<file path="config.mk">
export PLATFORM = sky130hd
export DESIGN_NAME = image_selector
export DESIGN_NICKNAME = d
export VERILOG_FILES = /design/src/source/link_pkg.sv /design/src/source/image_selector.sv
export SDC_FILE = /design/constraint.sdc
export NUM_CORES = 1
export LEC_CHECK = 0
export ABC_AREA = 1
export BUFFER_PORTS_ARGS = -buffer_cell sky130_fd_sc_hd__buf_2
export CAP_MARGIN = 15
export CORE_MARGIN = 2
export CORE_UTILIZATION = 54
export CTS_BUF_LIST = sky130_fd_sc_hd__clkbuf_16
export CTS_CLUSTER_DIAMETER = 150
export CTS_CLUSTER_SIZE = 25
export DETAILED_ROUTE_END_ITERATION = 10
export GPL_TIMING_DRIVEN = 1
export PLACE_DENSITY_LB_ADDON = 0.2
export SLEW_MARGIN = 10
export SYNTH_ARGS = -nofsm -noshare
export SYNTH_HDL_FRONTEND = slang
export SYNTH_SLANG_ARGS = --single-unit
</file>
<file path="constraint.sdc">
create_clock -name CLOCK_50 -period 4.2 [get_ports CLOCK_50]
set_input_delay 0.84 -clock CLOCK_50 [delete_from_list [all_inputs] [get_ports CLOCK_50]]
set_output_delay 0.84 -clock CLOCK_50 [all_outputs]
set_load 0.01 [all_outputs]
</file>
<file path="src/source/link_pkg.sv">
// Package link_pkg with byte and frame-address types and frame-memory constants
`default_nettype none

package link_pkg;

  // ======================================================================
  // UART byte
  // ======================================================================
  localparam int BYTE_W = 8;

  typedef logic [BYTE_W-1:0] byte_t;

  // ======================================================================
  // External frame memory
  // ======================================================================
  localparam int ADDR_W = 23;

  typedef logic [ADDR_W-1:0] frame_addr_t;

  // Start of image 0 in frame memory
  localparam frame_addr_t FRAME_BASE = 23'h050000;

  // 320 x 240 words per stored picture
  localparam frame_addr_t FRAME_WORDS = 23'd76800;

  // Images 0 .. 46 are stored
  localparam int MAX_IMAGE = 46;

endpackage

`default_nettype wire

</file>
<file path="src/source/image_selector.sv">
// Module image_selector, current image index, frame base address, display reset
`timescale 1ns/100ps
`default_nettype none

module image_selector (
  input  wire                   CLOCK_50,
  input  wire                   DLY_RST_0,
  input  wire link_pkg::byte_t  rx_byte,
  input  wire                   rx_valid,
  input  wire                   store_mode,
  output link_pkg::frame_addr_t image_base,
  output logic                  disp_rst_n
);

  localparam int IDX_W = $clog2(link_pkg::MAX_IMAGE + 1);

  logic [IDX_W-1:0] cur_idx;
  logic [IDX_W-1:0] idx_next;

  // Out-of-range requests land on the last stored picture
  assign idx_next = (rx_byte > link_pkg::byte_t'(link_pkg::MAX_IMAGE)) ?
                    IDX_W'(link_pkg::MAX_IMAGE) : rx_byte[IDX_W-1:0];

  // ======================================================================
  // Index register and change pulse
  // ======================================================================
  always_ff @(posedge CLOCK_50 or negedge DLY_RST_0) begin
    if (!DLY_RST_0) begin
      cur_idx    <= '0;
      disp_rst_n <= 1'b1;
    end else begin
      disp_rst_n <= 1'b1;
      if (rx_valid && !store_mode && idx_next != cur_idx) begin
        cur_idx    <= idx_next;
        // Pulse lines up with the new base address
        disp_rst_n <= 1'b0;
      end
    end
  end

  // Linear slot layout
  assign image_base = link_pkg::FRAME_BASE +
                      link_pkg::frame_addr_t'(cur_idx) * link_pkg::FRAME_WORDS;

  a_disp_pulse_single : assert property (
    @(posedge CLOCK_50) disable iff (!DLY_RST_0) !disp_rst_n |=> disp_rst_n
  );

endmodule

`default_nettype wire

</file>
======== Yosys cells after proc, flatten, opt, wreduce, memory -nomap -nowiden ========
Index checks and enable logic that the tools add are counted.
word-level totals
  flip-flop bits (word level) ............. 7
  input bits .............................. 12
  output and inout bits ................... 24
  word-level logic and storage cells ...... 11
operators by class
  add/subtract/negate cells ............... 1
  multiply operators ...................... 1
  $lt $le $gt $ge ......................... 1
  eq/ne operators ......................... 1
  muxes and demuxes ....................... 2
  reduce and logical (&&, ||, !) cells .... 3
operators by type and width
  cell                                                                   count
  19-bit by 23-bit adder with 23-bit output (first input constant)       1
  6-bit by 7-bit multiplier with 13-bit output (second input constant)   1
  8-bit by 6-bit > comparator with 1-bit output (second input constant)  1
  6-bit 2-to-1 mux                                                       1
  6-bit != test                                                          1
  1-bit logical AND                                                      2
  1-bit logical NOT                                                      1
  1-bit 2-to-1 mux                                                       1

======== Longest topological paths before layout ========
  depth in word-level cells ............... 5
  mapped depth ............................ 16
  mapped depth without buffers ............ 16

======== Worst setup path after synthesis ========
Ideal clock, no wire load.
  path type ............................... flip-flop to output port
  start point ............................. reg cur_idx[3]
  end point ............................... out image_base[20]
  data arrival time ....................... 3.099 ns
  required time ........................... 3.360 ns
  slack ................................... 0.261 ns
  cell stages (with the launch flop) ...... 16
  path buffers ............................ 0
  cell sequence ........................... dfrtp_1 > ha_1 > ha_1 > fa_1 > inv_1 > fa_1 > inv_1 > nand3_1 > nand2_1 > xor2_1 > inv_1 > ha_1 > inv_1 > nand2_1 > nand2_1 > xor2_1
on the way
  longest elaborated chain between the ends .. 2
RTL lines
  element                                       line                  source
  start: declaration                            image_selector.sv:17  logic [IDX_W-1:0] cur_idx;
  start signal: assignment                      image_selector.sv:34  cur_idx <= idx_next;
  6-bit by 7-bit multiplier with 13-bit output  image_selector.sv:43  link_pkg::frame_addr_t'(cur_idx) * link_pkg::FRAME_WORDS;
  19-bit by 23-bit adder with 23-bit output     image_selector.sv:42  assign image_base = link_pkg::FRAME_BASE +
  end: declaration                              image_selector.sv:11  output link_pkg::frame_addr_t image_base,
No other way between the ends.

======== Worst setup path after layout ========
Same ends and word-level chain as after synthesis.

==> results.json <==
{
  "outcome": "finished, final reports clean",
  "ys_ff_latch": 7,
  "port_buffers": 25,
  "synthArstFlopShare_pct": 100.0,
  "synth_edf_count": 0,
  "antenna_found_initial": 0,
  "h-tree-depth": 1,
  "dieHeight_um": 55.44,
  "final_util_pct": 74.12,
  "drt_iter0_markers": 19,
  "ctsHoldBuffers": 0,
  "grt_pass1_vias": 1316,
  "num_rows": 18,
  "slew_viol_final": 0,
  "irDropWorstVdd_mv": 0.6444,
  "worstPathRequired_ns": 3.36,
  "cp.arrival_ns": 3.28,
  "layout_min_cycle_time_ns": 4.121,
  "cts_tree": "done",
  "relSlewSlack_pct": 58.34,
  "drc": 0,
  "syn_to_final_growth_pct": 29.68,
  "max_freq_mhz": 242.6,
  "clock_latency_ns": 0.23,
  "postSynthCellCount": 191,
  "avgViaCountPerCell": 4.981,
  "clock-sinks": 7,
  "hold_slack_ns": 0.4379,
  "end_kind": "output pin",
  "synth_warnings": 0,
  "grt_max_degree": 8,
  "drive_above_1_share_pct": 36.68,
  "fin_worst_skew_ns": 0.0005656,
  "die_area_mm2": 0.003074,
  "yosysSeqAreaShare_pct": 12.35,
  "cts.path.max_buffers": 2,
  "grt_overflow": 0,
  "cap_viol_max_count": 0,
  "holdCritPathClass": "primary input to async pin",
  "routedWlPerCell_um": 12.22,
  "fin_crit_sh_pct": 98.13,
  "clk_pin_slew_ns": 0.03,
  "tightest_slew_ns": 0.6226,
  "synth_ff_type": "dfrtp_1",
  "power_leakage_nw": 1.072,
  "syn_area_mm2": 0.001429,
  "rsz0062_at_grt": "yes",
  "placed_cells": 250,
  "p_total_mw": 1.380,
  "avgSynthCellArea_um2": 7.481,
  "nNetsFinal": 272,
  "synth.distinct_cells": 30,
  "route.vias.total": 1290,
  "p_per_area_mw_per_mm2": 744.8,
  "num_antenna_cells": 0,
  "grt_usage_pct": 20.04,
  "cts_made_buffers": 3,
  "finalNonFillerCells": 259,
  "setup-tns-final_ns": 0,
  "grt_pass1_wl_um": 5092,
  "crit_path_max_fanout": 6,
  "core_region_area_mm2": 0.002500,
  "drt-total-wl_um": 3166,
  "ios": 36,
  "start_kind": "register",
  "initial_utilization_pct": 57.16,
  "setup-violations-final": 0,
  "cts-root-buf": "clkbuf_16",
  "n_fill_cell": 192,
  "gp_congestion": 0.8242,
  "crit_type": "register to output pin",
  "first_pass_iters": 4,
  "chipWidth_um": 55.44,
  "dp_hpwl_um": 2368,
  "drt.antenna.violating_nets": 0,
  "hold_violations": 0
}
-- Yosys cell counts (2+ instances only) --
master   count  share of area [%]
nand2_4      2                1.6
a21oi_1      3                1.1
fa_1         5                7.0
nor2_4       2                1.6
nand4_1      2               0.88
o21ai_1      2               0.70
dfrtp_1      6                 11
o21ai_0      2               0.70
nor2_1       4                1.1
buf_4       11                5.8
nand3_1     16                5.6
nand3_2      2                1.4
nand2_2      8                3.5
inv_2        2               0.53
xnor2_1      2                1.2
ha_1        25                 22
inv_1       39                 10
nand2_1     41                 11
xor2_1       6                3.7
-- power by group --
| part | switching (mW) | internal [mW] |
|---|---|---|
| Combinational | 0.618 | 0.520 |
| Clock | 0.0315 | 0.123 |
| Sequential | 0.00994 | 0.0778 |
-- critical path, cell delays in order (launching register included) --
cell and delay [ns]:
dfrtp_1 0.42, buf_6 0.16, ha_1 0.32, fa_1 0.53
ha_4 0.22, ha_4 0.27, a21oi_4 0.15, nand2_2 0.09
xor2_1 0.15, inv_1 0.08, ha_2 0.19, inv_2 0.05
nand2_2 0.05, nand2_2 0.07, xor2_1 0.14, buf_2 0.14
-- cell type report --
| class | count | area [um2] | share of cell area, % |
|---|---|---|---|
| Multi-Input combinational cell | 141 | 1195 | 64.48 |
| Timing Repair Buffer | 36 | 211.5 | 11.41 |
| Sequential cell | 7 | 176.4 | 9.521 |
| Inverter | 41 | 153.9 | 8.305 |
| Clock buffer | 3 | 75.07 | 4.051 |
| Tap cell | 30 | 37.54 | 2.026 |
| Clock inverter | 1 | 3.754 | 0.2026 |
-- stage by stage --
step | cell area [um2] | setup slack, ns
3_5_place_dp | 1588 | 0.1093
5_1_grt | 1853 | -0.07309
4_1_cts | 1747 | 0.005284
3_3_place_gp | 1588 | 0.2186
6_report | 1853 | 0.07871
2_1_floorplan | 1463 | 0.2612
-- worst paths after layout --
kind                                  from        endpoint  slack (ns)  cells after the start
min in group CLOCK_50           cur_idx[0]      cur_idx[0]        0.64                      3
worst max-delay path            cur_idx[3]  image_base[20]        0.08                     15
worst min register to register  cur_idx[0]      cur_idx[0]        0.64                      3
max in group asynchronous        DLY_RST_0      disp_rst_n        3.54                      1
worst min-delay path             DLY_RST_0      cur_idx[5]        0.44                      1
worst max register to register  cur_idx[5]      cur_idx[1]        2.77                      9
-- state kept, by name, summed over array words and instances, names as in the netlist --
register,cells
disp_rst_n,1
cur_idx,6
-- routing by layer --
layer  track usage [%]  share of wire, %
met2             42.18                60
met4             7.317                 0
met3             1.639               2.4
met5                 0                 0
met1             19.47                37
-- cell usage in the layout, fill, tap and decap left out, drive strengths merged, types with 4 or more instances in the layout --
master / netlist / final
conb: 1 / 10
nand3: 19 / 19
buf: 11 / 36
inv: 41 / 42
ha: 25 / 25
fa: 5 / 5
nand2: 51 / 51
o21ai: 4 / 4
a21oi: 4 / 4
xor2: 8 / 8
nor2: 7 / 7
dfrtp: 6 / 6
-- cell families after synthesis --
group | count (synthesis) | synth area share (%)
simple gates | 82 | 30.39
buf+inv | 52 | 16.55
fa+ha+maj | 30 | 28.90
xor+xnor | 10 | 7.969
compound gates | 9 | 3.590
flops | 7 | 12.35
other cells | 1 | 0.2624
-- repair_timing --
item                                    4_1_cts  5_1_grt
endpoints found under the setup margin        2        5
pin swaps                                     1        9
resized for setup                             7       18
setup buffers                                 1        4
No activity file was read; power rests on OpenSTA's default activity.
