[src/source/link_pkg.sv]
// Package link_pkg with byte and frame-address types and frame-memory constants
`default_nettype none

package link_pkg;

  // ======================================================================
  // UART byte
  // ======================================================================
  localparam int BYTE_W = 8;

  typedef logic [BYTE_W-1:0] byte_t;

  // ======================================================================
  // External frame memory
  // ======================================================================
  localparam int ADDR_W = 23;

  typedef logic [ADDR_W-1:0] frame_addr_t;

  // Start of image 0 in frame memory
  localparam frame_addr_t FRAME_BASE = 23'h050000;

  // 320 x 240 words per stored picture
  localparam frame_addr_t FRAME_WORDS = 23'd76800;

  // Images 0 .. 46 are stored
  localparam int MAX_IMAGE = 46;

endpackage

`default_nettype wire

[src/source/uart_rx_framer.sv]
// Module uart_rx_framer, UART receiver with mid-bit sampling and byte strobe
`timescale 1ns/100ps
`default_nettype none

module uart_rx_framer #(
  parameter int CLK_FREQ = 50_000_000,
  parameter int BAUD     = 115_200
) (
  input  wire             CLOCK_50,
  input  wire             DLY_RST_0,
  input  wire             rxd,
  output link_pkg::byte_t rx_byte,
  output logic            rx_valid
);

  localparam int CLKS_PER_BIT = CLK_FREQ / BAUD;
  localparam int HALF_BIT     = CLKS_PER_BIT / 2;
  localparam int CNT_W        = $clog2(CLKS_PER_BIT);

  typedef enum logic [1:0] {RX_IDLE, RX_START, RX_DATA, RX_STOP} rx_state_t;

  rx_state_t       state;
  logic            rx_meta;
  logic            rx_s;
  logic            rx_prev;
  logic [CNT_W-1:0] clk_cnt;
  logic [2:0]      bit_idx;
  link_pkg::byte_t data_sr;
  logic            bit_tick;

  assign bit_tick = (clk_cnt == CNT_W'(CLKS_PER_BIT - 1));
  assign rx_byte  = data_sr;

  // Two-flop synchronizer, plus one more stage for the edge detect
  always_ff @(posedge CLOCK_50 or negedge DLY_RST_0) begin
    if (!DLY_RST_0) begin
      rx_meta <= 1'b1;
      rx_s    <= 1'b1;
      rx_prev <= 1'b1;
    end else begin
      rx_meta <= rxd;
      rx_s    <= rx_meta;
      rx_prev <= rx_s;
    end
  end

  // ======================================================================
  // Frame FSM
  // ======================================================================
  always_ff @(posedge CLOCK_50 or negedge DLY_RST_0) begin
    if (!DLY_RST_0) begin
      state    <= RX_IDLE;
      clk_cnt  <= '0;
      bit_idx  <= '0;
      rx_valid <= 1'b0;
    end else begin
      rx_valid <= 1'b0;
      clk_cnt  <= bit_tick ? '0 : clk_cnt + 1'b1;
      case (state)
        RX_IDLE: begin
          clk_cnt <= '0;
          if (rx_prev && !rx_s) state <= RX_START;
        end
        RX_START: begin
          // Middle of the start bit, restart the bit timer from here
          if (clk_cnt == CNT_W'(HALF_BIT - 1)) begin
            clk_cnt <= '0;
            bit_idx <= '0;
            state   <= rx_s ? RX_IDLE : RX_DATA;
          end
        end
        RX_DATA: begin
          if (bit_tick) begin
            bit_idx <= bit_idx + 1'b1;
            if (bit_idx == 3'd7) state <= RX_STOP;
          end
        end
        default: begin
          // Low stop bit means a framing error, the byte is dropped
          if (bit_tick) begin
            state    <= RX_IDLE;
            rx_valid <= rx_s;
          end
        end
      endcase
    end
  end

  // LSB arrives first
  always_ff @(posedge CLOCK_50) begin
    if (state == RX_DATA && bit_tick) data_sr <= {rx_s, data_sr[7:1]};
  end

  a_rx_valid_single : assert property (
    @(posedge CLOCK_50) disable iff (!DLY_RST_0) rx_valid |=> !rx_valid
  );

endmodule

`default_nettype wire

[config.mk]
export PLATFORM = sky130hd
export DESIGN_NAME = uart_rx_framer
export DESIGN_NICKNAME = d
export VERILOG_FILES = /design/src/source/link_pkg.sv /design/src/source/uart_rx_framer.sv
export SDC_FILE = /design/constraint.sdc
export NUM_CORES = 1
export LEC_CHECK = 0
export ABC_AREA = 1
export BUFFER_PORTS_ARGS = -buffer_cell sky130_fd_sc_hd__buf_2
export CAP_MARGIN = 20
export CORE_MARGIN = 5
export CORE_UTILIZATION = 60
export DETAILED_ROUTE_END_ITERATION = 6
export PLACE_DENSITY = 0.82
export SYNTH_ARGS = -nofsm -noshare
export SYNTH_HDL_FRONTEND = slang
export SYNTH_SLANG_ARGS = --single-unit
export TNS_END_PERCENT = 5
[constraint.sdc]
create_clock -name CLOCK_50 -period 3.4 [get_ports CLOCK_50]
set_input_delay 0.34 -clock CLOCK_50 [delete_from_list [all_inputs] [get_ports CLOCK_50]]
set_output_delay 0.34 -clock CLOCK_50 [all_outputs]
set_load 0.01 [all_outputs]
; Word-level counts from Yosys, hierarchy flattened
; Cells that the tools add are included.
[classes]
mux = 15
eq_ne = 9
reduce_logical = 9
addsub = 2
[ops]
columns = cell, n
row1 = $mux W9, 2
row2 = $pmux W9 S2, 1
row3 = $mux W2, 6
row4 = $add A9 B1 Y9 const B, 1
row5 = $eq A9 B8 Y1 const B, 1
row6 = $eq A9 B9 Y1 const B, 1
row7 = $ne A2 B2 Y1 const B, 4
row8 = $mux W3, 2
row9 = $pmux W2 S3, 1
row10 = $pmux W3 S2, 1
row11 = $reduce_and A5 Y1, 1
row12 = $add A3 B1 Y3 const B, 1
row13 = $eq A3 B3 Y1 const B, 1
row14 = $reduce_and A3 Y1, 1
row15 = $reduce_bool A3 Y1, 1
row16 = $reduce_or A3 Y1, 1
row17 = $eq A2 B1 Y1 const B, 1
row18 = $eq A2 B2 Y1 const B, 1
row19 = $logic_and A1 B1 Y1, 2
row20 = $logic_not A2 Y1, 1
row21 = $mux W1, 2
row22 = $reduce_bool A2 Y1, 1
row23 = $logic_not A1 Y1, 1
[totals]
reg_bits = 26

; Logic depth before layout (Yosys ltp)
[logic_depth]
depth_word = 4
ltp_mapped = 9

; Worst setup path after synthesis
; OpenSTA, ideal clock, no wires.
[synth_timing]
path_type = register to register
startpoint = reg clk_cnt[1]
endpoint = reg data_sr[0] (netlist: rx_byte[0]), enable pin
required_time_ps = 3073
arrival_ps = 1087
setup_slack_ps = 1986
period_less_slack_ps = 1414
path_buffers = 0
path_stages_with_launch = 7
path_cell_list = dfrtp_1 > inv_1 > ha_1 > nand2_1 > nor2_1 > nand2_2 > nor2_4
[synth_via]
elab_chain_len = 2
[synth_rtl]
columns = element, line
row1 = from (decl), uart_rx_framer.sv:26  ; logic [CNT_W-1:0] clk_cnt;
row2 = from (signal assigned), uart_rx_framer.sv:58  ; clk_cnt <= bit_tick ? '0 : clk_cnt + 1'b1;
row3 = $eq A9 B9 Y1, uart_rx_framer.sv:31  ; assign bit_tick = (clk_cnt == CNT_W'(CLKS_PER_BIT - 1));
row4 = $logic_and A1 B1 Y1, uart_rx_framer.sv:91  ; if (state == RX_DATA && bit_tick) data_sr <= {rx_s, data_sr[7:1]};
row5 = to (signal assigned), uart_rx_framer.sv:91
row6 = to (decl), uart_rx_framer.sv:28  ; link_pkg::byte_t data_sr;
; Every way passes these cells.
; A chain may end at the register's enable or synchronous reset.

; Worst setup path in the final report
[layout_timing]
startpoint = reg clk_cnt[1]
endpoint = reg bit_idx[0]
[layout_via]
elab_chain_len = 3
word_cells_on_any_way = 5
cone_classes = 4 x eq/ne / 1 x reduce/logical
[layout_rtl]
columns = element, line
row1 = $eq A9 B8 Y1 or $eq A9 B9 Y1 (tied branches), "uart_rx_framer.sv:66, uart_rx_framer.sv:31"
row2 = $ne A2 B2 Y1 (no line), -
row3 = $reduce_and A3 Y1 (no line) (*), -
row4 = to (signal assigned), uart_rx_framer.sv:74  ; bit_idx <= bit_idx + 1'b1;
row5 = to (decl), uart_rx_framer.sv:27  ; logic [2:0] bit_idx;
; Every way passes the cells marked *; elsewhere a longest branch is shown, timed or not.

==> flow_metrics.env <==
export IMPL_switchingPower_uw=226
export IMPL_post_synthesis_simple_gate_area_fraction=0.238
export IMPL_fin_worst_skew_ns=0.00542
export IMPL_cell_row_count=15
export IMPL_cts_post_setup_buffers_inserted=0
export IMPL_timing_setup_tns_ns=0
export IMPL_synth_compound_area_share=0.0130
export IMPL_grt_pass1_wl_mm=3.24
export IMPL_yosys_area_share_adder=0.0540
export IMPL_core_area_um2=1780
export IMPL_final_design_area_no_fill_um2=1280
export IMPL_drc=0
export IMPL_synth_top_cell_by_area="sky130_fd_sc_hd__dfrtp_1"
export IMPL_global_route_usage_total=0.157
export IMPL_die_span_in_x_um=53.9
export IMPL_finalNetCount=146
export IMPL_start_util=0.650
export IMPL_met3_usage=0.0249
export IMPL_layout_core_utilization=0.719
export IMPL_timing_final_crit_period_ns=1.54
export IMPL_clkSinkCount=26
export IMPL_synth_seq_cells=26
export IMPL_yosysWarningCount=0
export IMPL_setup_viol=0
export IMPL_timing_final_max_slew_violations=0
export IMPL_cts_root_buf="sky130_fd_sc_hd__clkbuf_4"
export IMPL_clock_power_share=0.183
export IMPL_post_place_ws_ns=1.85
export IMPL_critPathMaxFanout=11
export IMPL_cts_clk_slew_worst_paths_ns=0.13
export IMPL_combinationalPowerShare=0.245
export IMPL_worstSetupPathType="reg -> reg"
export IMPL_holdWs_ns=0.120
export IMPL_peakVddDrop_mv=0.379
export IMPL_status="complete, no violations"
export IMPL_max_buffers_root_to_sink=2
export IMPL_synthesis_area_um2=1160
export IMPL_drv_max_cap_violation_count=0
export IMPL_die_area_um2=2910
export IMPL_post_cts_resized_instances=0
export IMPL_rsz0062_at_grt="no"
export IMPL_io_pins=12
export IMPL_layoutNonFillerInstCount=162
export IMPL_post_drt_via_cell_ratio=4.96
export IMPL_totalPowerFinal_uw=675
export IMPL_maxClockFrequency_mhz=648
export IMPL_synth_lib_cells_used_distinct=17
export IMPL_die_span_in_y_um=53.9
export IMPL_timing_worst_slew_pin_value_ns=0.407
export IMPL_period_share=0.454
export IMPL_worstSetupStartpointType="flop"
export IMPL_power_internal_uw=450
export IMPL_synth_xor_area_share=0.0378
export IMPL_crit_arrival_ns=1.76
export IMPL_yosysTopAreaCellShare=0.324
export IMPL_min_path_type="in -> reg"
export IMPL_post_route_cells_drive_above_1_share=0.175
export IMPL_ys_seq_area_frac=0.599
export IMPL_cts_tree="built"
export IMPL_final_antenna_net_count=0
export IMPL_placed_area_um2=1240
export IMPL_grt_max_degree=19
export IMPL_worst_slew_margin_rel=0.729
export IMPL_cts_htree_levels=1
export IMPL_gate_count_after_technology_mapping=121
export IMPL_place_hpwl_mm=1.43
export IMPL_detailedRoute_firstPassIterationCount=4
export IMPL_finalWorstSetupSlack_ns=1.86
export IMPL_post_synthesis_average_cell_area_um2=9.58
export IMPL_grt_most_used_layer="met2"
export IMPL_io_buffer_count=11
export IMPL_dpl_cell_count=157
export IMPL_synth_top_cells_by_area="sky130_fd_sc_hd__dfrtp_1 32%, sky130_fd_sc_hd__edfxtp_1 21%, sky130_fd_sc_hd__nand2_1 9.7%"
export IMPL_gr_usage_met1=0.175
export IMPL_global_route_usage_met2=0.282
export IMPL_gp_congestion=0.821
export IMPL_timing_critical_path_required_ns=3.61
export IMPL_cp_end_kind="flop"
export IMPL_clk_latency_ns=0.31
export IMPL_hold_violations=0
export IMPL_p_leak_nw=0.621
export IMPL_routed_wire_length_per_instance_um=11.4
export IMPL_p_per_area_nw_per_um2=527
export IMPL_initial_antenna_violation_count=0
export IMPL_synth_top_family_by_area="simple AND/OR/NAND/NOR gates"
export IMPL_number_of_design_rule_violations_left_by_the_first_detailed_router_iteration=8
export IMPL_proportion_of_synthesized_area_in_mux_cells=0
export IMPL_antennaDiodeCount=0
export IMPL_synthToLayoutAreaGrowth_pct=10.6
export IMPL_share_seq_of_total_power=0.571
export IMPL_cts_buffers=3
export IMPL_syn_num_nets=129
export IMPL_globalRoute_totalOverflow=0
export IMPL_first_global_vias=788
export IMPL_dr_total_vias=804
export IMPL_fraction_of_power_spent_switching_nets=0.334
export IMPL_routed_wirelength_mm=1.84
[critical path, cell delays in order, from the launching register on]
cell                      delay, ns
sky130_fd_sc_hd__dfrtp_1       0.42
sky130_fd_sc_hd__inv_1         0.09
sky130_fd_sc_hd__ha_1          0.14
sky130_fd_sc_hd__nand2_1       0.05
sky130_fd_sc_hd__nor2_1        0.16
sky130_fd_sc_hd__nand2_2       0.12
sky130_fd_sc_hd__nor2_4        0.26
sky130_fd_sc_hd__inv_2         0.08
sky130_fd_sc_hd__nand3_1       0.08
sky130_fd_sc_hd__nand2_1       0.05
[registers in the layout, indices dropped and copies added (netlist names)]
signal and cells:
rx_prev 1, rx_valid 1, bit_idx 3, clk_cnt 9
rx_byte 8, rx_s 1, rx_meta 1, state 2
[layer usage]
layer / wire [um] / part of all wire
met5: 0 / 0
met4: 17 / 0.0092
met3: 49 / 0.027
met2: 997 / 0.54
met1: 780 / 0.42
[power by group through the flow]
stage	Sequential [mW]	Clock (mW)	Combinational (mW)
floorplan	0.384	0	0.129
global placement	0.389	0	0.155
detailed placement	0.391	0	0.166
CTS	0.385	0.131	0.169
global route	0.390	0.145	0.192
finish	0.386	0.124	0.166
[logic make-up after synthesis]
group	count (synthesis)
and+or+nand+nor	64
DFF	26
buffers and inverters	18
xor gates and xnor gates	5
adders and majority gates	5
AOI/OAI and AO/OA	3
[cell type report]
type,instances,area [um^2]
clock inverter,1,3.75
tap,25,31.3
fill,147,502
multi-input combinational,77,397
sequential,26,694
clock buffer,3,22.5
timing repair buffer,12,65.1
inverter,18,67.6
[repair_timing]
action / in CTS / in global routing
hold buffers: 1 / 0
hold endpoints to repair: 15 / 0
setup endpoints to repair: 0 / 0
[worst paths after layout]
path | end | startpoint | depth (start not counted) | slack (ns)
max reg2reg | bit_idx[0] | clk_cnt[1] | 9 | 1.86
max in group asynchronous | rx_prev | DLY_RST_0 | 2 | 2.60
min reg2reg | rx_s | rx_meta | 0 | 0.37
min | rx_meta | rxd | 1 | 0.12
min in group asynchronous | clk_cnt[7] | DLY_RST_0 | 2 | 0.47
max | bit_idx[0] | clk_cnt[1] | 9 | 1.86
[cell usage after synthesis (all sizes together)]
cell type	number
xor2	4
xnor2	1
nor3	1
inv	18
ha	5
dfstp	3
nand3	9
o21ai	3
edfxtp	8
nand4	2
nand2	33
nor2	19
dfrtp	15
[layout by cell type, fill, tap and decap left out]
cell type / instances
sky130_fd_sc_hd__nor2_2: 1
sky130_fd_sc_hd__nand4_1: 2
sky130_fd_sc_hd__nand3_1: 9
sky130_fd_sc_hd__xnor2_1: 1
sky130_fd_sc_hd__dfstp_2: 3
sky130_fd_sc_hd__nor3_1: 1
sky130_fd_sc_hd__o21ai_0: 3
sky130_fd_sc_hd__buf_2: 11
sky130_fd_sc_hd__nand2_2: 3
sky130_fd_sc_hd__nor2_4: 1
sky130_fd_sc_hd__edfxtp_1: 8
sky130_fd_sc_hd__clkinv_1: 1
sky130_fd_sc_hd__clkbuf_4: 3
sky130_fd_sc_hd__inv_2: 2
sky130_fd_sc_hd__dlygate4sd3_1: 1
sky130_fd_sc_hd__xor2_1: 4
sky130_fd_sc_hd__nor2_1: 17
sky130_fd_sc_hd__ha_1: 5
sky130_fd_sc_hd__inv_1: 16
sky130_fd_sc_hd__nand2_1: 30
sky130_fd_sc_hd__dfrtp_1: 15
Note: power is estimated with default switching activity, not from simulation.
