--- config.mk ---
export PLATFORM = sky130hd
export DESIGN_NAME = uart_tx_serializer
export DESIGN_NICKNAME = d
export VERILOG_FILES = /design/src/source/link_pkg.sv /design/src/source/uart_tx_serializer.sv
export SDC_FILE = /design/constraint.sdc
export NUM_CORES = 1
export LEC_CHECK = 0
export BUFFER_PORTS_ARGS = -buffer_cell sky130_fd_sc_hd__buf_4
export CAP_MARGIN = 30
export CORE_AREA = 2 2 66 68
export DETAILED_ROUTE_END_ITERATION = 7
export DIE_AREA = 0 0 68 70
export PLACE_DENSITY = 0.62
export SLEW_MARGIN = 40
export SYNTH_ARGS = -nofsm -noshare
export SYNTH_HDL_FRONTEND = slang
export SYNTH_SLANG_ARGS = --single-unit
export TNS_END_PERCENT = 1
--- constraint.sdc ---
create_clock -name CLOCK_50 -period 3 [get_ports CLOCK_50]
set_input_delay 0.15 -clock CLOCK_50 [delete_from_list [all_inputs] [get_ports CLOCK_50]]
set_output_delay 0.15 -clock CLOCK_50 [all_outputs]
set_load 0.005 [all_outputs]
--- src/source/link_pkg.sv ---
// Package link_pkg with byte and frame-address types and frame-memory constants
`default_nettype none

package link_pkg;

  // ======================================================================
  // UART byte
  // ======================================================================
  localparam int BYTE_W = 8;

  typedef logic [BYTE_W-1:0] byte_t;

  // ======================================================================
  // External frame memory
  // ======================================================================
  localparam int ADDR_W = 23;

  typedef logic [ADDR_W-1:0] frame_addr_t;

  // Start of image 0 in frame memory
  localparam frame_addr_t FRAME_BASE = 23'h050000;

  // 320 x 240 words per stored picture
  localparam frame_addr_t FRAME_WORDS = 23'd76800;

  // Images 0 .. 46 are stored
  localparam int MAX_IMAGE = 46;

endpackage

`default_nettype wire

--- src/source/uart_tx_serializer.sv ---
// Module uart_tx_serializer, UART transmitter fed by a four-phase handshake
`timescale 1ns/100ps
`default_nettype none

module uart_tx_serializer #(
  parameter int CLK_FREQ = 50_000_000,
  parameter int BAUD     = 115_200
) (
  input  wire                  CLOCK_50,
  input  wire                  DLY_RST_0,
  input  wire link_pkg::byte_t tx_byte,
  input  wire                  tx_req,
  output logic                 tx_ack,
  output logic                 txd
);

  localparam int CLKS_PER_BIT = CLK_FREQ / BAUD;
  localparam int CNT_W        = $clog2(CLKS_PER_BIT);

  typedef enum logic [1:0] {TX_IDLE, TX_SEND, TX_RELEASE} tx_state_t;

  tx_state_t        state;
  logic [CNT_W-1:0] clk_cnt;
  logic [3:0]       bit_idx;
  logic [8:0]       shift_q;
  logic             bit_tick;
  logic             accept;

  assign bit_tick = (clk_cnt == CNT_W'(CLKS_PER_BIT - 1));
  assign accept   = (state == TX_IDLE) && tx_req;

  // Data bits then the stop bit, shifted out LSB first
  always_ff @(posedge CLOCK_50) begin
    if (accept) begin
      shift_q <= {1'b1, tx_byte};
    end else if (state == TX_SEND && bit_tick) begin
      shift_q <= {1'b1, shift_q[8:1]};
    end
  end

  // ======================================================================
  // Frame FSM
  // ======================================================================
  always_ff @(posedge CLOCK_50 or negedge DLY_RST_0) begin
    if (!DLY_RST_0) begin
      state   <= TX_IDLE;
      clk_cnt <= '0;
      bit_idx <= '0;
      tx_ack  <= 1'b0;
      txd     <= 1'b1;
    end else begin
      case (state)
        TX_IDLE: begin
          clk_cnt <= '0;
          bit_idx <= '0;
          if (accept) begin
            tx_ack <= 1'b1;
            txd    <= 1'b0;
            state  <= TX_SEND;
          end
        end
        TX_SEND: begin
          clk_cnt <= bit_tick ? '0 : clk_cnt + 1'b1;
          if (bit_tick) begin
            // Ten bit times from the start edge
            if (bit_idx == 4'd9) begin
              state <= TX_RELEASE;
            end else begin
              txd     <= shift_q[0];
              bit_idx <= bit_idx + 1'b1;
            end
          end
        end
        default: begin
          if (!tx_req) begin
            tx_ack <= 1'b0;
            state  <= TX_IDLE;
          end
        end
      endcase
    end
  end

  a_req_held : assert property (
    @(posedge CLOCK_50) disable iff (!DLY_RST_0) tx_req && !tx_ack |=> tx_req
  );

endmodule

`default_nettype wire
Word-level counts from Yosys, hierarchy flattened --
Cells that the tools add are included.
Word-level totals: bits in registers 25, bits in writable memories 0, input port bits 11, logic and storage cells 46, latch bits 0, ROM bits 0, output and inout port bits 2, memories 0
Operators by class: bitwise logic cells 1, shift operators 0, reductions and logical operators 9, divide/modulo/power cells 0, equal/unequal tests 9, order comparisons 0, multipliers 0, mux-type cells 19, add/sub/neg operators 2
Operators with widths (number):
- $pmux W9 S2 | 1
- $mux W8 | 2
- $add A9 B1 Y9 const B | 1
- $eq A9 B9 Y1 const B | 1
- $mux W9 | 1
- $mux W2 | 4
- $mux W4 | 2
- $pmux W4 S2 | 1
- $reduce_and A4 Y1 | 2
- $ne A2 B2 Y1 const B | 3
- $reduce_and A3 Y1 | 2
- $mux W1 | 5
- $add A4 B1 Y4 const B | 1
- $eq A4 B4 Y1 const B | 1
- $ne A2 B1 Y1 const B | 2
- $pmux W1 S2 | 2
- $pmux W2 S2 | 1
- $reduce_bool A2 Y1 | 2
- $ne A3 B1 Y1 const B | 1
- $eq A2 B1 Y1 const B | 1
- $logic_and A1 B1 Y1 | 2
- $logic_not A2 Y1 | 1
- $not A1 Y1 | 1

Depth between registers and ports, before layout --
Gate-level depths: netlist of run 1.
depth in word-level cells 4, mapped depth 6, depth with buffers taken out 5

Worst setup path before layout of run 1 --
OpenSTA, ideal clock, no wires.
path type reg-to-reg, start point register clk_cnt[1], end point register shift_q[0], enable pin, arrival 1.807 ns, library setup time 0.384 ns, cell stages (with the launch flop) 7, data required time 2.616 ns, clock period less this slack 2.191 ns, buffers on the path 1, slack 0.809 ns, path through dfrtp_1 -> inv_1 -> ha_1 -> nand4b_2 -> or2_1 -> buf_2 -> o21ai_0
Between the ends: word-level cells in the longest chain between the ends 3
RTL lines:
- from (decl) | RTL line uart_tx_serializer.sv:23 | logic [CNT_W-1:0] clk_cnt;
- from (signal assigned) | RTL line uart_tx_serializer.sv:63 | clk_cnt <= bit_tick ? '0 : clk_cnt + 1'b1;
- $eq A9 B9 Y1 | RTL line uart_tx_serializer.sv:29 | assign bit_tick = (clk_cnt == CNT_W'(CLKS_PER_BIT - 1));
- $logic_and A1 B1 Y1 | RTL line uart_tx_serializer.sv:36 | end else if (state == TX_SEND && bit_tick) begin
- $reduce_bool A2 Y1 (no line)
- to (signal assigned) | RTL line uart_tx_serializer.sv:35 | shift_q <= {1'b1, tx_byte};
- to (signal assigned) | RTL line uart_tx_serializer.sv:37 | shift_q <= {1'b1, shift_q[8:1]};
- to (decl) | RTL line uart_tx_serializer.sv:25 | logic [8:0] shift_q;
Every way passes these cells. A chain may end at the register's enable or synchronous reset.

Final worst setup path of run 1 --
start point register clk_cnt[2], end point register shift_q[0], enable pin
The elaborated chain is that of the path after synthesis.

==> results of run 1 <==
==> worst max path at each step <==
stage / from / to / slack (ns) / cells past startpoint
global route: clk_cnt[2]$_DFFE_PN0P_ / shift_q[7]$_SDFFCE_PP1P_ / 0.91 / 4
global placement: clk_cnt[2]$_DFFE_PN0P_ / shift_q[0]$_DFFE_PP_ / 1.10 / 4
detailed placement: clk_cnt[2]$_DFFE_PN0P_ / shift_q[1]$_DFFE_PP_ / 1.07 / 4
floorplan: clk_cnt[1]$_DFFE_PN0P_ / shift_q[0]$_DFFE_PP_ / 0.81 / 6
finish: clk_cnt[2]$_DFFE_PN0P_ / shift_q[0]$_DFFE_PP_ / 1.02 / 4
CTS: clk_cnt[2]$_DFFE_PN0P_ / shift_q[7]$_SDFFCE_PP1P_ / 1.02 / 4
==> critical path: stages, from the launching register on <==
cell       delay [ns]
dfrtp_1          0.46
nand4bb_1        0.42
or2_1            0.42
o21ai_0          0.20
buf_4            0.19
==> state kept, by name, indices dropped and copies added, names as in the netlist <==
signal / flops
bit_idx: 4
clk_cnt: 9
shift_q: 8
state: 2
tx_ack: 1
txd: 1
==> layer usage <==
layer  routed length [microns]  vias up
met1                      1190      516
met2                      1390       25
li1                          -      503
met3                       119        4
met4                        23        0
met5                         0        -
==> where the power goes <==
part           switching, mW  internal (mW)  total, mW
Clock                  0.117         0.0943      0.211
Sequential            0.0827          0.395      0.478
Combinational         0.0598         0.0757      0.136
==> kinds of logic (layout without fill, tap and decap cells) <==
group / count (synthesis) / after routing / synth area share [%]
compound gates: 29 / 29 / 14.9
xor+xnor: 1 / 1 / 0.636
fa+ha+maj: 4 / 4 / 3.64
buf+inv: 14 / 23 / 5.09
flops: 25 / 25 / 48.5
mux: 9 / 9 / 7.27
simple gates: 47 / 47 / 20.0
==> metrics by stage <==
| step | utilization, % | area [sq um] | hold slack (ns) | setup WS (ns) |
|---|---|---|---|---|
| floorplan | - | 1380 | -0.146 | 0.809 |
| detailed placement | 35.9 | 1490 | 0.0325 | 1.07 |
| global placement | 35.9 | 1490 | 0.0309 | 1.10 |
| CTS | 37.3 | 1550 | 0.107 | 1.02 |
| finish | 37.3 | 1550 | 0.113 | 1.02 |
| global route | 37.3 | 1550 | 0.118 | 0.910 |
==> cells in the final DEF, fill, tap and decap left out, types with 4 or more instances in the layout <==
cell type,count
o211ai_1,7
ha_1,4
nand2_1,16
buf_4,13
nand3_1,7
dfrtp_1,16
edfxtp_1,8
inv_1,5
o21ai_0,10
mux2_2,8
==> final cells by class <==
type,count,share of cell area (%)
clock inverter,1,0.485
tap,52,4.21
timing repair buffer,14,6.96
clock buffer,3,2.67
multi-input combinational,90,41.3
inverter,5,1.21
sequential,25,43.1
==> results.ini, run 1 <==
[synth]
synth_flop_cell = dfrtp_1
synth_common_cells = dfrtp_1, nand2_1, o21ai_0
synthTopCellsByArea = dfrtp_1, edfxtp_1, mux2_2
synth_edf_count = 8
ys_seq_elements = 25
synth_nets = 144
async_flop_share_pct = 68.0
ys_warn_count = 0
synth_cell_type_count = 41
synth_top_area_share_pct = 29.1
syn_area_sq_um = 1380
ys_seq_area_share_pct = 48.5
synth_top_area_cell = dfrtp_1
synthCells = 129
avgSynthCellArea_sq_um = 10.7

[setup_path]
reg2reg_depth = 4
start_kind = flip-flop
end_kind = flip-flop
worst_ep_required_time_ns = 3.00
r2r-end = shift_q[0]$_DFFE_PP_
r2r-start = clk_cnt[2]$_DFFE_PN0P_
crit_type = flip-flop to flip-flop
arrival_ns = 1.97
r2r_slack_ns = 1.02
crit_fanout = 9

[layout]
final-seq-area_sq_um = 667
layout-drive-gt1-share_pct = 21.7
diodes = 0
area_growth_pct = 12.4
finalNonFillerCells = 190
final_net_count = 154
multiInputGateArea_sq_um = 639
fill_cells = 420

[global_routing]
busiest_layer = met2
met3_usage_pct = 2.42
antenna_found_initial = 0
globalRoute.totalOverflow = 0
met2_usage_pct = 21.1
grt_use_total_pct = 12.9
grt_pass1_vias = 1046
grt_max_degree = 21
use_met1_pct = 17.9
grt_pass1_wl_microns = 4820

[clock_tree]
tritoncts = built
cts.repair.resized = 0
post-cts-setup-buffer-count = 0
htreeDepth = 1
cts-root-buf = clkbuf_8
clkSinkCount = 25
clk_pin_slew_worst_paths_ns = 0.09
cts_buffers = 3
clk_latency_ns = 0.27
clockBufferDepth = 2
holdBufCountCts = 1

[route]
vias_per_cell = 5.52
drc = 0
num_vias = 1048
dr.pass1.iters = 4
postRouteAntennaNets = 0
drtIter0Drc = 52
detail_route.wl_per_cell_microns = 14.3
wl_microns = 2720

[place]
hpwlAfterDp_microns = 1920
placed_cells = 185
port_buffers = 12
place_congestion = 0.860

[power]
p_per_area_nw_per_um2 = 533
p_leak_nw = 0.602
design_power_total_mw = 0.825
ir_drop_mv = 0.228

[floorplan]
initial_core_util_pct = 33.2
die_area_sq_um = 4760
fp.coreArea_sq_um = 4140
fp.dieW_microns = 68
ios = 13
row_count = 24
die_h_microns = 70

[sta]
hold_viol = 0
fin_crit_sh_pct = 65.9
rsz0062_at_grt = false
fin_crit_ns = 1.98
worstMarginPinSlew_ns = 0.607
final_max_slew_viol_count = 0
relSlewSlack_pct = 59.5
tns_ns = 0
fmax_mhz = 506
setup_viol = 0
skew_ns = 0.00150

[run]
cap_viol_max_count = 0

[worst_hold_path]
hold_class = input pin to flip-flop
worstHoldStart = tx_req
min_to = tx_ack$_DFFE_PN0P_
holdPathStages = 3

[outcome]
status = finished clean

No activity file was read; power rests on OpenSTA's default activity.
==> inputs of run 2 (changes only) <==
- PLACE_DENSITY: 0.62 -> 0.64
- clock period: 3 -> 1.6 ns (I/O delays scaled with it)
==> results.ini, run 2 (synthesis results as in run 1) <==
[outcome]
status = finished clean

[power]
clkPwrFrac_pct = 22.7  ; -2.9 points
p_per_area_nw_per_um2 = 979  ; +84%
swShare_pct = 30.0  ; -1.4 points
internal-power_mw = 1.19  ; +110%
p_leak_nw = 0.717  ; +19%
pwr-share-seq_pct = 47.4  ; -11 points
p_sw_mw = 0.510  ; +97%
combinationalPowerShare_pct = 29.9  ; +14 points
design_power_total_mw = 1.70  ; +110%
ir_drop_mv = 0.490  ; +120%

[clock_tree]
clockBufferDepth = 2  ; unchanged
tritoncts = built
clk_pin_slew_worst_paths_ns = 0.09  ; about the same
clkSinkCount = 25  ; unchanged
cts-root-buf = clkbuf_8
htreeDepth = 1  ; unchanged
clk_latency_ns = 0.27  ; about the same
cts_buffers = 3  ; unchanged

[setup_path]
start_kind = flip-flop
critPathMaxStageDelay_ns = 0.40  ; -0.06 ns
end_kind = flip-flop
crit_chain = ha_1 -> or3b_1 -> or4_1 -> nand3_1
r2r-end = bit_idx[1]$_DFFE_PN0P_
slowest_stage = dfrtp_1
r2r_slack_ns = 0.03  ; -0.99 ns
crit_type = flip-flop to flip-flop
startpoint = bit_idx[0]$_DFFE_PN0P_
crit_fanout = 2  ; -7
arrival_ns = 1.79  ; -0.18 ns
reg2reg_depth = 4  ; unchanged
r2r-start = bit_idx[0]$_DFFE_PN0P_
worst_ep_required_time_ns = 1.82  ; -1.18 ns
endpoint = bit_idx[1]$_DFFE_PN0P_

[route]
routed-wl-met3_microns = 75  ; -37%
dr.pass1.iters = 4  ; unchanged
highest_layer = met4
wl_microns = 2800  ; +2.9%
vias_per_cell = 5.20  ; -5.8%
drc = 0  ; unchanged
met1_length_microns = 1360  ; +15%
postRouteAntennaNets = 0  ; unchanged
wl_met2_microns = 1330  ; -4.2%
drtIter0Drc = 47  ; -9.6%
num_vias = 1086  ; +3.6%
detail_route.wl_per_cell_microns = 13.4  ; -6.5%

[floorplan]
die_area_sq_um = 4760  ; unchanged
ios = 13  ; unchanged
row_count = 24  ; unchanged
die_h_microns = 70  ; unchanged
fp.dieW_microns = 68  ; unchanged
initial_core_util_pct = 33.2  ; unchanged
fp.coreArea_sq_um = 4140  ; unchanged

[sta]
setup_viol = 0  ; unchanged
final_max_slew_viol_count = 0  ; unchanged
fin_crit_ns = 1.57  ; -0.406 ns
relSlewSlack_pct = 77.4  ; +18 points
rsz0062_at_grt = true
fmax_mhz = 636  ; +26%
fin_ws_ns = 0.0284  ; -0.994 ns
skew_ns = 0.00562  ; +0.00412 ns
hold_viol = 0  ; unchanged
fin_crit_sh_pct = 98.2  ; +32 points
worstMarginPinSlew_ns = 0.335  ; -0.272 ns

[place]
place_congestion = 0.835  ; -2.8%
dpl_cell_area_sq_um = 1650  ; +11%
port_buffers = 12  ; unchanged
placed_cells = 203  ; +9.7%
hpwlAfterDp_microns = 2030  ; +5.9%
place_ws_ns = 0.0421  ; -1.03 ns

[layout]
top_register = clk_cnt
utilization_pct = 41.8  ; +4.5 points
area_growth_pct = 26.0
mostFrequentLayoutCell = buf_4
finalNonFillerCells = 209  ; +10%
fin_area_sq_um = 1730  ; +12%
largest_reg_flops = 9  ; unchanged
reg_top3 = clk_cnt (9), shift_q (8), bit_idx (4)
final_net_count = 173  ; +12%
diodes = 0  ; unchanged
layout-drive-gt1-share_pct = 34.4  ; +13 points
final_cell_mix = buf_4, nand2_1, dfrtp_1

[global_routing]
antenna_found_initial = 0  ; unchanged
globalRoute.totalOverflow = 0  ; unchanged
grt_pass1_vias = 1017  ; -2.8%
grt_pass1_wl_microns = 4800  ; -0.44%
grt_use_total_pct = 13.1  ; +0.17 points
grt_max_degree = 18  ; -14%

[worst_hold_path]
hold_class = input pin to flip-flop

[run]
cap_viol_max_count = 0  ; unchanged

-- run 2: worst min-delay path by stage --
stage / slack, ns / from / end / depth (start not counted)
after detailed placement: -0.04 / DLY_RST_0 / clk_cnt[7]$_DFFE_PN0P_ / 1
after CTS: 0.04 / tx_req / tx_ack$_DFFE_PN0P_ / 3
after global routing: 0.06 / tx_byte[7] / shift_q[7]$_SDFFCE_PP1P_ / 2
final: 0.05 / tx_req / tx_ack$_DFFE_PN0P_ / 3
after floorplan: -0.22 / DLY_RST_0 / bit_idx[0]$_DFFE_PN0P_ / 0
after global placement: -0.04 / DLY_RST_0 / clk_cnt[8]$_DFFE_PN0P_ / 1
-- run 2: layout make-up --
class | count | area (sq um)
Sequential cell | 25 | 667
Inverter | 5 | 18.8
Clock buffer | 3 | 41.3
Timing Repair Buffer | 33 | 250
Clock inverter | 1 | 5.00
Fill cell | 401 | 2410
Tap cell | 52 | 65.1
Multi-Input combinational cell | 90 | 687
-- run 2: through the flow --
| step | hold slack, ns | setup TNS [ns] |
|---|---|---|
| final | 0.0467 | 0 |
| after global routing | 0.0625 | -0.0619 |
| after CTS | 0.0391 | 0 |
| after detailed placement | -0.0361 | 0 |
| after global placement | -0.0389 | 0 |
| after floorplan | -0.216 | -0.579 |
-- run 2: power by group through the flow --
stage	combinational, mW	sequential [mW]	clock [mW]
global placement	0.479	0.815	0
finish	0.507	0.805	0.386
floorplan	0.272	0.828	0
global route	0.562	0.816	0.421
CTS	0.494	0.803	0.400
detailed placement	0.486	0.817	0
-- run 2: critical path: cells and delay by family, from the launching register on --
kind,cells,cell delay [ns]
DFF,1,0.40
and+or+nand+nor,3,0.82
adders and majority gates,1,0.29
-- run 2: per-layer routing --
layer  GRT usage [%]  vias up
li1                -      538
met1            19.2      526
met2            19.7       19
met3            2.42        3
met4            3.33        0
met5               0        -
-- run 2: what timing repair did --
item / CTS / global route
setup endpoints to repair: 0 / 11
buffers inserted: 0 / 1
gates resized for setup: 0 / 3
endpoints found under the hold margin: 17 / 0
hold buffers: 1 / 0
==> inputs of run 3 (changes only) <==
- BUFFER_PORTS_ARGS: -buffer_cell sky130_fd_sc_hd__buf_4 -> unset
- DONT_BUFFER_PORTS: unset -> 1
- PLACE_DENSITY: 0.64 -> 0.61
==> results.ini, run 3 (synthesis results as in run 1) <==
[sta]
relSlewSlack_pct = 72.5  ; -4.9 points
setup_viol = 0  ; unchanged
rsz0062_at_grt = true
fin_crit_sh_pct = 98.9  ; +0.67 points
holdWs_ns = 0.0137  ; -0.0330 ns
final_max_slew_viol_count = 0  ; unchanged
hold_viol = 0  ; unchanged
fin_ws_ns = 0.0176  ; -0.0107 ns
worstMarginPinSlew_ns = 0.413  ; +0.0777 ns
tns_ns = 0  ; unchanged
fin_crit_ns = 1.58  ; +0.0107 ns
skew_ns = 0.00573  ; +0.000111 ns
fmax_mhz = 632  ; -0.68%

[setup_path]
crit_type = flip-flop to flip-flop
crit_chain = inv_2 -> ha_1 -> or3b_1 -> or4_4 -> nand3_2
r2r_slack_ns = 0.02  ; about the same
end_kind = flip-flop
arrival_ns = 1.81  ; +0.02 ns
slowest_stage = or4_4
critPathMaxStageDelay_ns = 0.42  ; +0.02 ns
worst_ep_required_time_ns = 1.82  ; about the same
startpoint = bit_idx[1]$_DFFE_PN0P_
crit_fanout = 2  ; unchanged
start_kind = flip-flop
r2r-start = bit_idx[1]$_DFFE_PN0P_

[place]
place_congestion = 0.780  ; -6.6%
placed_cells = 192  ; -5.4%
port_buffers = 0  ; -12
place_ws_ns = 0.00878  ; -0.0334 ns
hpwlAfterDp_microns = 2190  ; +7.5%
dpl_cell_area_sq_um = 1560  ; -5.0%

[global_routing]
antenna_found_initial = 0  ; unchanged
globalRoute.totalOverflow = 0  ; unchanged
grt_use_total_pct = 14.8  ; +1.8 points
grt_pass1_wl_microns = 5430  ; +13%
grt_max_degree = 18  ; unchanged
grt_pass1_vias = 1226  ; +21%

[layout]
utilization_pct = 40.5  ; -1.4 points
area_growth_pct = 21.8
layout-drive-gt1-share_pct = 31.8  ; -2.6 points
final_cell_mix = buf_4, nand2_1, dfrtp_1
top_register = clk_cnt
finalNonFillerCells = 200  ; -4.3%
final_net_count = 164  ; -5.2%
largest_reg_flops = 9  ; unchanged
fin_area_sq_um = 1680  ; -3.3%
diodes = 0  ; unchanged
reg_top3 = clk_cnt (9), shift_q (8), bit_idx (4)
mostFrequentLayoutCell = buf_4
fill_cells = 411  ; +2.5%

[floorplan]
row_count = 24  ; unchanged
initial_core_util_pct = 33.2  ; unchanged
die_area_sq_um = 4760  ; unchanged
die_h_microns = 70  ; unchanged
ios = 13  ; unchanged
fp.coreArea_sq_um = 4140  ; unchanged
fp.dieW_microns = 68  ; unchanged

[power]
ir_drop_mv = 0.350  ; -29%
p_per_area_nw_per_um2 = 1000  ; +2.1%
p_leak_nw = 0.673  ; -6.2%
design_power_total_mw = 1.68  ; -1.3%

[clock_tree]
clk_latency_ns = 0.28  ; about the same
htreeDepth = 1  ; unchanged
tritoncts = built
cts_buffers = 3  ; unchanged
post-cts-setup-buffer-count = 0  ; unchanged
cts-root-buf = clkbuf_8
clk_pin_slew_worst_paths_ns = 0.09  ; about the same
clockBufferDepth = 2  ; unchanged
clkSinkCount = 25  ; unchanged

[route]
postRouteAntennaNets = 0  ; unchanged
wl_microns = 3010  ; +7.5%
vias_per_cell = 5.42  ; +4.3%
detail_route.wl_per_cell_microns = 15.1  ; +12%
dr.pass1.iters = 4  ; unchanged
drc = 0  ; unchanged
drtIter0Drc = 31  ; -34%
num_vias = 1084  ; -0.18%

[outcome]
status = finished clean

[worst_hold_path]
worstHoldStart = tx_byte[2]
hold_class = input pin to flip-flop

[run]
cap_viol_max_count = 0  ; unchanged

[run 3: cell count changes in the layout (fill, tap and decap cells not counted), sizes merged]
cell,change
dlygate4sd3,+2
buf,-11
clkbuf,+1
clkinv,-1
[run 3: what timing repair did]
action	in CTS	in global routing
resized for setup	0	11
setup endpoints to repair	0	14
hold endpoints to repair	20	16
hold buffers	3	1
[run 3: report_power, final]
part	switching [mW]	leakage, nW	internal [mW]	total (mW)
sequential	0.0661	0.281	0.742	0.808
clock	0.205	0.0228	0.179	0.384
combinational	0.238	0.369	0.246	0.484
[run 3: path summary, 6_finish.rpt]
check	end	cells after the start
min in group asynchronous	clk_cnt[2]$_DFFE_PN0P_	2
max in group asynchronous	txd$_DFFE_PN1P_	2
setup / recovery	bit_idx[1]$_DFFE_PN0P_	5
hold / removal	shift_q[2]$_DFFE_PP_	1
hold reg to reg	txd$_DFFE_PN1P_	2
setup reg to reg	bit_idx[1]$_DFFE_PN0P_	5
[run 3: area by class of cell]
class	count	area (sq um)	area share [%]
multi-input combinational	90	696	41.5
clock buffer	4	45.0	2.69
inverter	5	18.8	1.12
tap	52	65.1	3.88
timing repair buffer	24	185	11.0
sequential	25	667	39.8
[run 3: critical path: cells and delay by family (launching register included)]
| kind | cells | cell delay [ns] |
|---|---|---|
| adders and majority gates | 1 | 0.26 |
| buffers and inverters | 1 | 0.05 |
| DFF | 1 | 0.38 |
| and+or+nand+nor | 3 | 0.84 |
[run 3: per-layer routing]
| metal | wire [microns] | GRT usage [%] |
|---|---|---|
| met5 | 0 | 0 |
| met3 | 161 | 2.90 |
| met1 | 1300 | 18.3 |
| met2 | 1490 | 23.7 |
| met4 | 59 | 8.22 |
